===== src/txPkg.sv =====
package txPkg;
	localparam int chanCount = 8;	// transducer channels on the board

	typedef logic [8:0] chargeTime_t;	// pulse high time, in cycles
	typedef logic [15:0] phaseDelay_t;	// launch to pulse start
	typedef logic [22:0] fireDelay_t;	// fire command to launch
	typedef logic [31:0] recvDelay_t;	// issue command to trigger line high
	typedef logic [31:0] apbData_t;
	typedef logic [3:0] apbAddr_t;	// word address
	typedef logic [8:0] cmdWord_t;

	// codes 2 and 3 behave like idle
	typedef enum logic [1:0] {modeIdle = 2'b00, modePio = 2'b01} ctrlMode_e;
	typedef enum logic [1:0] {fireIdle, fireDelay, fireActive} fireState_e;

	typedef struct packed {
		logic fire;
		logic issueRecvTrig;
		logic setAmp;
		logic setPhase;
		logic resetRecvTrig;
		logic resetInterrupt;
	} txCmd_t;

	// flag positions inside the command register
	localparam int cmdBitIssueRecvTrig = 1;
	localparam int cmdBitFire = 2;
	localparam int cmdBitSetAmp = 4;
	localparam int cmdBitSetPhase = 5;
	localparam int cmdBitResetRecvTrig = 6;
	localparam int cmdBitResetInterrupt = 7;

	localparam apbAddr_t regControl = 4'd0;
	localparam apbAddr_t regActiveMask = 4'd1;
	localparam apbAddr_t regCommand = 4'd2;
	localparam apbAddr_t regPhase01 = 4'd3;	// then 23, 45, 67 at 4..6
	localparam apbAddr_t regChargeFire = 4'd7;
	localparam apbAddr_t regRecvDelay = 4'd8;
	localparam apbAddr_t regStatus = 4'd9;

	typedef struct packed {
		chargeTime_t chargeTime;
		fireDelay_t fireDelay;
		recvDelay_t recvTrigDelay;
		logic [chanCount-1:0] activeMask;
		phaseDelay_t [chanCount-1:0] phaseDelay;
	} txSettings_t;
endpackage


===== src/apbRegFile.sv =====
module apbRegFile
(
	input logic txCLK,
	input logic rst,
	input logic pSel,
	input logic pEnable,
	input logic pWrite,
	input txPkg::apbAddr_t pAddr,
	input txPkg::apbData_t pWdata,
	output txPkg::apbData_t pRdata,
	output logic pReady,
	output logic pSlvErr,
	input logic busy,
	input logic interrupt,
	input logic adcTrigger,
	output txPkg::ctrlMode_e mode,
	output txPkg::txSettings_t settings,
	output txPkg::cmdWord_t cmdWord
);
	import txPkg::*;

	logic [1:0] ctrlReg;	// raw mode bits, read back as written
	logic access;
	logic wrEn;

	assign access = pSel && pEnable;
	assign pReady = 1'b1;	// zero wait states
	assign pSlvErr = access && (pAddr > regStatus || (pWrite && pAddr == regStatus));
	assign wrEn = access && pWrite && !pSlvErr;
	assign mode = ctrlMode_e'(ctrlReg);

	always_ff @(posedge txCLK)
	begin
		if (rst)
		begin
			ctrlReg <= modeIdle;
			settings <= '0;
			cmdWord <= '0;
		end
		else if (wrEn)
		begin
			case (pAddr)
				regControl: ctrlReg <= pWdata[1:0];
				regActiveMask: settings.activeMask <= pWdata[chanCount-1:0];
				regCommand: cmdWord <= pWdata[$bits(cmdWord_t)-1:0];
				regChargeFire:
				begin
					settings.chargeTime <= pWdata[8:0];	// amplitude in the low bits
					settings.fireDelay <= pWdata[31:9];
				end
				regRecvDelay: settings.recvTrigDelay <= pWdata;
				default: ;
			endcase
			// two channels per phase register, even channel low
			for (int i = 0; i < chanCount / 2; i++)
			begin
				if (pAddr == regPhase01 + apbAddr_t'(i))
				begin
					settings.phaseDelay[2*i] <= pWdata[15:0];
					settings.phaseDelay[2*i+1] <= pWdata[31:16];
				end
			end
		end
	end

	// readback, valid during the access phase
	always_comb
	begin
		pRdata = '0;
		case (pAddr)
			regControl: pRdata = apbData_t'(ctrlReg);
			regActiveMask: pRdata = apbData_t'(settings.activeMask);
			regCommand: pRdata = apbData_t'(cmdWord);
			regChargeFire: pRdata = {settings.fireDelay, settings.chargeTime};
			regRecvDelay: pRdata = settings.recvTrigDelay;
			regStatus: pRdata = apbData_t'({adcTrigger, busy, interrupt});
			default: ;
		endcase
		for (int i = 0; i < chanCount / 2; i++)
		begin
			if (pAddr == regPhase01 + apbAddr_t'(i))
			begin
				pRdata = {settings.phaseDelay[2*i+1], settings.phaseDelay[2*i]};
			end
		end
	end
endmodule


===== src/commandDecoder.sv =====
module commandDecoder
(
	input logic txCLK,
	input logic rst,
	input txPkg::ctrlMode_e mode,
	input txPkg::cmdWord_t cmdWord,
	output txPkg::txCmd_t cmd
);
	import txPkg::*;

	cmdWord_t prevWord;	// last word seen in pio mode
	txCmd_t newCmd;

	// flags carried by the current word
	always_comb
	begin
		newCmd.fire = cmdWord[cmdBitFire];
		newCmd.issueRecvTrig = cmdWord[cmdBitIssueRecvTrig];
		newCmd.setAmp = cmdWord[cmdBitSetAmp];
		newCmd.setPhase = cmdWord[cmdBitSetPhase];
		newCmd.resetRecvTrig = cmdWord[cmdBitResetRecvTrig];
		newCmd.resetInterrupt = cmdWord[cmdBitResetInterrupt];
	end

	always_ff @(posedge txCLK)
	begin
		if (rst || mode != modePio)
		begin
			prevWord <= '0;
			cmd <= '0;
		end
		else
		begin
			prevWord <= cmdWord;
			if (cmdWord != prevWord)
				cmd <= newCmd;	// one cycle only
			else
				cmd <= '0;
		end
	end
endmodule


===== src/fireSequencer.sv =====
module fireSequencer #(
	parameter int numChannels = 8
)
(
	input logic txCLK,
	input logic rst,
	input txPkg::ctrlMode_e mode,
	input txPkg::txCmd_t cmd,
	input txPkg::txSettings_t settings,
	input logic [numChannels-1:0] channelDone,
	output logic launch,
	output txPkg::chargeTime_t chargeTime,
	output txPkg::phaseDelay_t [txPkg::chanCount-1:0] phaseDelay,
	output logic [txPkg::chanCount-1:0] activeMask,
	output logic busy,
	output logic interrupt
);
	import txPkg::*;

	fireState_e state;
	fireDelay_t delayCnt;

	assign busy = (state != fireIdle);

	always_ff @(posedge txCLK)
	begin
		if (rst || mode != modePio)
		begin
			state <= fireIdle;
			delayCnt <= '0;
			launch <= 1'b0;
			interrupt <= 1'b0;
			chargeTime <= '0;
			phaseDelay <= '0;
			activeMask <= '0;
		end
		else
		begin
			launch <= 1'b0;
			// settings stay frozen during a fire
			if (!busy && cmd.setAmp)
				chargeTime <= settings.chargeTime;
			if (!busy && cmd.setPhase)
				phaseDelay <= settings.phaseDelay;
			if (cmd.resetInterrupt)
				interrupt <= 1'b0;
			case (state)
				fireIdle:
				begin
					if (cmd.fire)
					begin
						activeMask <= settings.activeMask;
						if (settings.fireDelay == '0)
						begin
							launch <= 1'b1;
							state <= fireActive;
						end
						else
						begin
							delayCnt <= settings.fireDelay - 1'b1;
							state <= fireDelay;
						end
					end
				end
				fireDelay:
				begin
					if (delayCnt == '0)
					begin
						launch <= 1'b1;
						state <= fireActive;
					end
					else
						delayCnt <= delayCnt - 1'b1;
				end
				fireActive:
				begin
					// done vector still shows the previous fire while launch is up
					if (!launch && &channelDone)
					begin
						state <= fireIdle;
						interrupt <= 1'b1;
					end
				end
				default: state <= fireIdle;
			endcase
		end
	end
endmodule


===== src/pulseChannel.sv =====
module pulseChannel
(
	input logic txCLK,
	input logic rst,
	input logic abort,
	input logic launch,
	input logic active,
	input txPkg::chargeTime_t chargeTime,
	input txPkg::phaseDelay_t phaseDelay,
	output logic pulseOut,
	output logic done
);
	import txPkg::*;

	typedef enum logic [1:0] {chIdle, chWait, chPulse, chDone} chState_e;

	chState_e state;
	phaseDelay_t cnt;	// phase wait, then charge time
	logic startNow;

	// pulse begins on launch with zero phase, or when the wait runs out
	assign startNow = launch ? (active && phaseDelay == '0) : (state == chWait && cnt == '0);
	assign pulseOut = (state == chPulse);
	assign done = (state == chDone);

	always_ff @(posedge txCLK)
	begin
		if (rst || abort)
		begin
			state <= chIdle;
			cnt <= '0;
		end
		else if (startNow)
		begin
			if (chargeTime == '0)
				state <= chDone;	// nothing to drive
			else
			begin
				state <= chPulse;
				cnt <= phaseDelay_t'(chargeTime) - 1'b1;
			end
		end
		else if (launch)
		begin
			state <= active ? chWait : chDone;
			cnt <= phaseDelay - 1'b1;
		end
		else if (state == chWait)
			cnt <= cnt - 1'b1;
		else if (state == chPulse)
		begin
			if (cnt == '0)
				state <= chDone;
			else
				cnt <= cnt - 1'b1;
		end
	end
endmodule


===== src/recvTrigger.sv =====
module recvTrigger
(
	input logic txCLK,
	input logic rst,
	input txPkg::ctrlMode_e mode,
	input txPkg::txCmd_t cmd,
	input txPkg::recvDelay_t recvDelay,
	input logic adcAck,
	output logic adcTrigger
);
	import txPkg::*;

	logic timerRun;
	logic [1:0] trigFlags;	// [0] line raised, [1] ack seen
	recvDelay_t delayCnt;

	always_ff @(posedge txCLK)
	begin
		if (rst || mode != modePio)
		begin
			timerRun <= 1'b0;
			trigFlags <= 2'b00;
			delayCnt <= '0;
			adcTrigger <= 1'b0;
		end
		else
		begin
			// one issue per re-arm
			if (cmd.issueRecvTrig && !timerRun && trigFlags == 2'b00)
			begin
				if (recvDelay != '0)
				begin
					timerRun <= 1'b1;
					delayCnt <= recvDelay - 1'b1;
				end
				else
				begin
					adcTrigger <= 1'b1;
					trigFlags[0] <= 1'b1;
				end
			end
			else if (timerRun)
			begin
				if (delayCnt == '0)
				begin
					adcTrigger <= 1'b1;
					trigFlags[0] <= 1'b1;
					timerRun <= 1'b0;
				end
				else
					delayCnt <= delayCnt - 1'b1;
			end
			if (trigFlags[0] && !trigFlags[1] && adcAck)
			begin
				adcTrigger <= 1'b0;	// adc has taken it
				trigFlags[1] <= 1'b1;
			end
			if (cmd.resetRecvTrig)
			begin
				adcTrigger <= 1'b0;
				trigFlags <= 2'b00;
				timerRun <= 1'b0;
			end
		end
	end
endmodule


===== src/txOutputTop.sv =====
module txOutputTop #(
	parameter int numChannels = 8
)
(
	input logic txCLK,
	input logic rst,
	input logic pSel,
	input logic pEnable,
	input logic pWrite,
	input txPkg::apbAddr_t pAddr,
	input txPkg::apbData_t pWdata,
	output txPkg::apbData_t pRdata,
	output logic pReady,
	output logic pSlvErr,
	input logic adcAck,
	output logic adcTrigger,
	output logic [numChannels-1:0] transducerOut,
	output logic interrupt
);
	import txPkg::*;

	ctrlMode_e mode;
	txSettings_t settings;
	cmdWord_t cmdWord;
	txCmd_t cmd;
	logic launch;
	chargeTime_t chargeTime;
	phaseDelay_t [chanCount-1:0] phaseDelay;
	logic [chanCount-1:0] activeMask;
	logic busy;
	logic [numChannels-1:0] channelDone;
	logic idleMode;

	assign idleMode = (mode != modePio);	// also covers the unused codes

	apbRegFile uRegFile
	(
		.txCLK(txCLK), .rst(rst), .pSel(pSel), .pEnable(pEnable), .pWrite(pWrite),
		.pAddr(pAddr), .pWdata(pWdata), .pRdata(pRdata), .pReady(pReady),
		.pSlvErr(pSlvErr), .busy(busy), .interrupt(interrupt), .adcTrigger(adcTrigger),
		.mode(mode), .settings(settings), .cmdWord(cmdWord)
	);

	commandDecoder uCmdDecoder
	(
		.txCLK(txCLK), .rst(rst), .mode(mode), .cmdWord(cmdWord), .cmd(cmd)
	);

	fireSequencer #(.numChannels(numChannels)) uFireSeq
	(
		.txCLK(txCLK), .rst(rst), .mode(mode), .cmd(cmd), .settings(settings),
		.channelDone(channelDone), .launch(launch), .chargeTime(chargeTime),
		.phaseDelay(phaseDelay), .activeMask(activeMask), .busy(busy),
		.interrupt(interrupt)
	);

	recvTrigger uRecvTrig
	(
		.txCLK(txCLK), .rst(rst), .mode(mode), .cmd(cmd),
		.recvDelay(settings.recvTrigDelay), .adcAck(adcAck), .adcTrigger(adcTrigger)
	);

	for (genvar ch = 0; ch < numChannels; ch++)
	begin : gChannel
		pulseChannel uChannel
		(
			.txCLK(txCLK), .rst(rst), .abort(idleMode), .launch(launch),
			.active(activeMask[ch]), .chargeTime(chargeTime), .phaseDelay(phaseDelay[ch]),
			.pulseOut(transducerOut[ch]), .done(channelDone[ch])
		);
	end
endmodule


===== config.mk =====
export PLATFORM = sky130hd
export DESIGN_NAME = txOutputTop
export DESIGN_NICKNAME = d
export VERILOG_FILES = /design/src/txPkg.sv /design/src/apbRegFile.sv /design/src/commandDecoder.sv /design/src/fireSequencer.sv /design/src/pulseChannel.sv /design/src/recvTrigger.sv /design/src/txOutputTop.sv
export SDC_FILE = /design/constraint.sdc
export NUM_CORES = 2
export LEC_CHECK = 0
export ABC_AREA = 1
export BUFFER_PORTS_ARGS = -buffer_cell sky130_fd_sc_hd__buf_2
export CAP_MARGIN = 25
export CORE_ASPECT_RATIO = 1.25
export CORE_UTILIZATION = 41
export CTS_CLUSTER_SIZE = 30
export DETAILED_ROUTE_END_ITERATION = 16
export SLEW_MARGIN = 5
export SYNTH_ARGS = -nofsm -noshare
export SYNTH_HDL_FRONTEND = slang
export SYNTH_SLANG_ARGS = --single-unit

===== constraint.sdc =====
create_clock -name txCLK -period 5.75 [get_ports txCLK]
set_input_delay 0.8625 -clock txCLK [delete_from_list [all_inputs] [get_ports txCLK]]
set_output_delay 0.8625 -clock txCLK [all_outputs]
set_load 0.1 [all_outputs]

==> flow_summary.yaml <==
timing:
  setup_tns_ns: 0
  final_hold_viol_count: 0
  drv_slew: 0
  slew-limit-headroom: 0.284
  setup_viol: 0
  fmax_mhz: 230
  tightest_slew_ns: 1.07
  fin_crit_sh: 0.756
  rsz0062_at_grt: "no"
  clock-skew-final_ns: 0.0325
  min_period_ns: 4.35
pwr:
  irDropWorstVdd_mv: 0.208
  p_leak_nw: 14.8
  pwr_density_cell_mw_per_mm2: 250
  p_int_mw: 6.61
  pwr-share-clk: 0.510
  power_frac_seq: 0.465
  switching_share: 0.234
  pwr-share-comb: 0.025
  p_sw_mw: 2.02
placed_design:
  io_buffers: 84
  dp_hpwl_um: 82800
  gp_congestion: 0.958
  dpl-instance-area_mm2: 0.0324
routing:
  dr_total_vias: 32343
  drtAntennaViolNets: 0
  wl_per_cell_um: 19.3
  via_per_inst: 5.47
  drt-total-wl_um: 114000
  drt_drc_violations_left: 0
  initialDrtViolationCount: 2671
  drtPass1Iterations: 5
logic_synthesis:
  synthFlopType: "dfxtp_1"
  synth_fp_nets: 4982
  seq_area_frac_synth: 0.367
  synthCells: 4929
  synthArstFlopShare: 0
  yosys_warnings: 0
  synth_seq_cells: 578
  avgSynthCellArea_um2: 6.40
  syn_area_mm2: 0.0315
  yosys-top-cells-area: "dfxtp_1 (37%), nand2_1 (12%), o21ai_0 (8.8%), nor2_1 (8.1%), a21oi_1 (7.6%)"
  yosysTopAreaCell: "dfxtp_1"
  synth_edf_count: 0
  synth_cell_types: 52
  synth_top_area_share: 0.367
worst_setup_path:
  start_kind: "input pin"
  crit_required_ns: 4.89
  critPathMaxFanout: 18
  crit_type: "in -> out"
  critPathCaptureType: "output pin"
  arrival_ns: 3.48
final_layout:
  n_fill_cell: 8088
  drive_above_1_share: 0.0710
  finalInstanceArea_mm2: 0.0346
  final_nets: 4931
  layout_commonest_cell: "nand2_1"
  area_growth_pct: 9.75
  post-route-util: 0.455
  layout_common_cells: "nand2_1 (1009), nor2_1 (679), inv_1 (585)"
worst_hold_path:
  min_path_type: "reg -> reg"
clocking:
  clockBufferDepth: 3
  cts_setup_buffers: 0
  post_cts_resized: 0
  root_buffer: "clkbuf_16"
  cts_tree: "done"
  cts_buffers: 66
  clkTransAtPathRegs_ns: 0.07
  insertion_delay_ns: 0.64
  cts.htree.levels: 3
  holdBufCountCts: 0
  cts_sinks: 578
flow_run:
  drv.max_cap_violation_count: 0
die:
  coreArea_mm2: 0.0761
  ios: 86
  die_y_um: 312
  die_w_um: 250
  start_util: 0.414
  num_rows: 113
  fp.dieArea_mm2: 0.0780
status:
  status: "finished, final reports clean"
global_routing:
  overflow: 0
  antenna_found_initial: 9
  grt_pass1_wl_um: 175000
  grt_max_degree: 118
  track_usage: 0.286
  grt_pass1_vias: 29813
metrics by stage:
step	cells	hold slack [ns]	power (mW)	setup slack (ns)
after floorplan	4929	0.436	4.22	1.41
after global placement	5786	0.452	4.32	1.46
after detailed placement	5787	0.458	4.32	1.43
after CTS	5905	0.468	8.70	1.42
after global routing	5905	0.493	8.85	1.13
final	5908	0.467	8.64	1.40
cells by family (layout without fill, tap and decap cells):
logic type                 after synthesis  after routing  share of synthesized area
AOI/OAI and AO/OA                     1227           1227                      0.206
DFF                                    578            578                      0.367
other                                    1              4                   0.000119
and+or+nand+nor                       2181           2181                      0.289
buffers and inverters                  854            853                      0.111
adders and majority gates               11             11                    0.00437
xor gates and xnor gates                77             77                     0.0214
registers in the layout, indices dropped and copies added, names as in the netlist, 6 cells and up:
register / flops
gChannel.uChannel.cnt: 128
uFireSeq.activeMask: 8
uCmdDecoder.cmd: 6
uFireSeq.delayCnt: 23
uRegFile.settings: 200
gChannel.uChannel.state: 16
uCmdDecoder.prevWord: 9
uFireSeq.phaseDelay: 128
uRecvTrig.delayCnt: 32
uRegFile.cmdWord: 9
uFireSeq.chargeTime: 9
cell type report:
type / count / area, um^2 / area share
multi-input cells: 3497 / 16500 / 0.477
flip-flops and latches: 578 / 11600 / 0.335
inverters: 606 / 2270 / 0.0657
clock buffers: 92 / 1940 / 0.0561
well taps: 977 / 1220 / 0.0353
repair buffers: 129 / 781 / 0.0226
clock inverters: 26 / 300 / 0.00868
diodes: 3 / 7.51 / 0.000217
routing by layer:
metal  track usage  share of wire  vias to the layer above
li1              -              -                    15949
met1         0.369           0.43                    15019
met2         0.476           0.46                     1115
met3        0.0392          0.066                      248
met4         0.120          0.042                       12
met5             0        0.00070                        -
power groups by stage:
stage / clock network (mW) / logic (mW) / registers [mW]
after floorplan: 0 / 0.115 / 4.10
after global placement: 0 / 0.209 / 4.11
after detailed placement: 0 / 0.209 / 4.11
after CTS: 4.47 / 0.210 / 4.02
after global routing: 4.61 / 0.226 / 4.02
final: 4.41 / 0.214 / 4.02
path summary, 6_finish.rpt:
kind                        start                     endpoint  slack (ns)  cells past startpoint
max                      pAddr[0]                   pRdata[20]        1.40                      8
min          uFireSeq.delayCnt[2]         uFireSeq.delayCnt[2]        0.47                      2
max reg2reg       uFireSeq.launch  gChannel[0].uChannel.cnt[8]        2.03                      9
min reg2reg  uFireSeq.delayCnt[2]         uFireSeq.delayCnt[2]        0.47                      2
cells in the mapped netlist (5+ instances only):
master     instances
o21bai_1           8
inv_2             13
a21oi_1          479
clkbuf_1         150
nor3_1            23
inv_1            587
o211ai_1           6
o21ai_0          556
nor2_1           682
buf_6             18
buf_4             23
ha_1              11
o21ai_1           66
buf_2             43
nand4_1          109
buf_1              9
nor3_2             5
dfxtp_1          578
clkinv_1           6
nand2_2           15
xor2_1            60
nand2_1         1013
xnor2_1           17
and2_1             5
o22ai_1           32
nor2_2            19
nand3_1          275
nor2_4             8
o21ai_2           32
nand3b_1           9
nor4_1             6
o2111ai_1         35
worst max-delay path: stages:
cell and delay [ns]:
buf_2 0.13, nor2_1 0.28, inv_1 0.08, nor2_1 0.40
inv_1 0.52, buf_4 0.38, o2111ai_1 0.31, buf_2 0.49
Note: power is estimated with default switching activity, not from simulation.
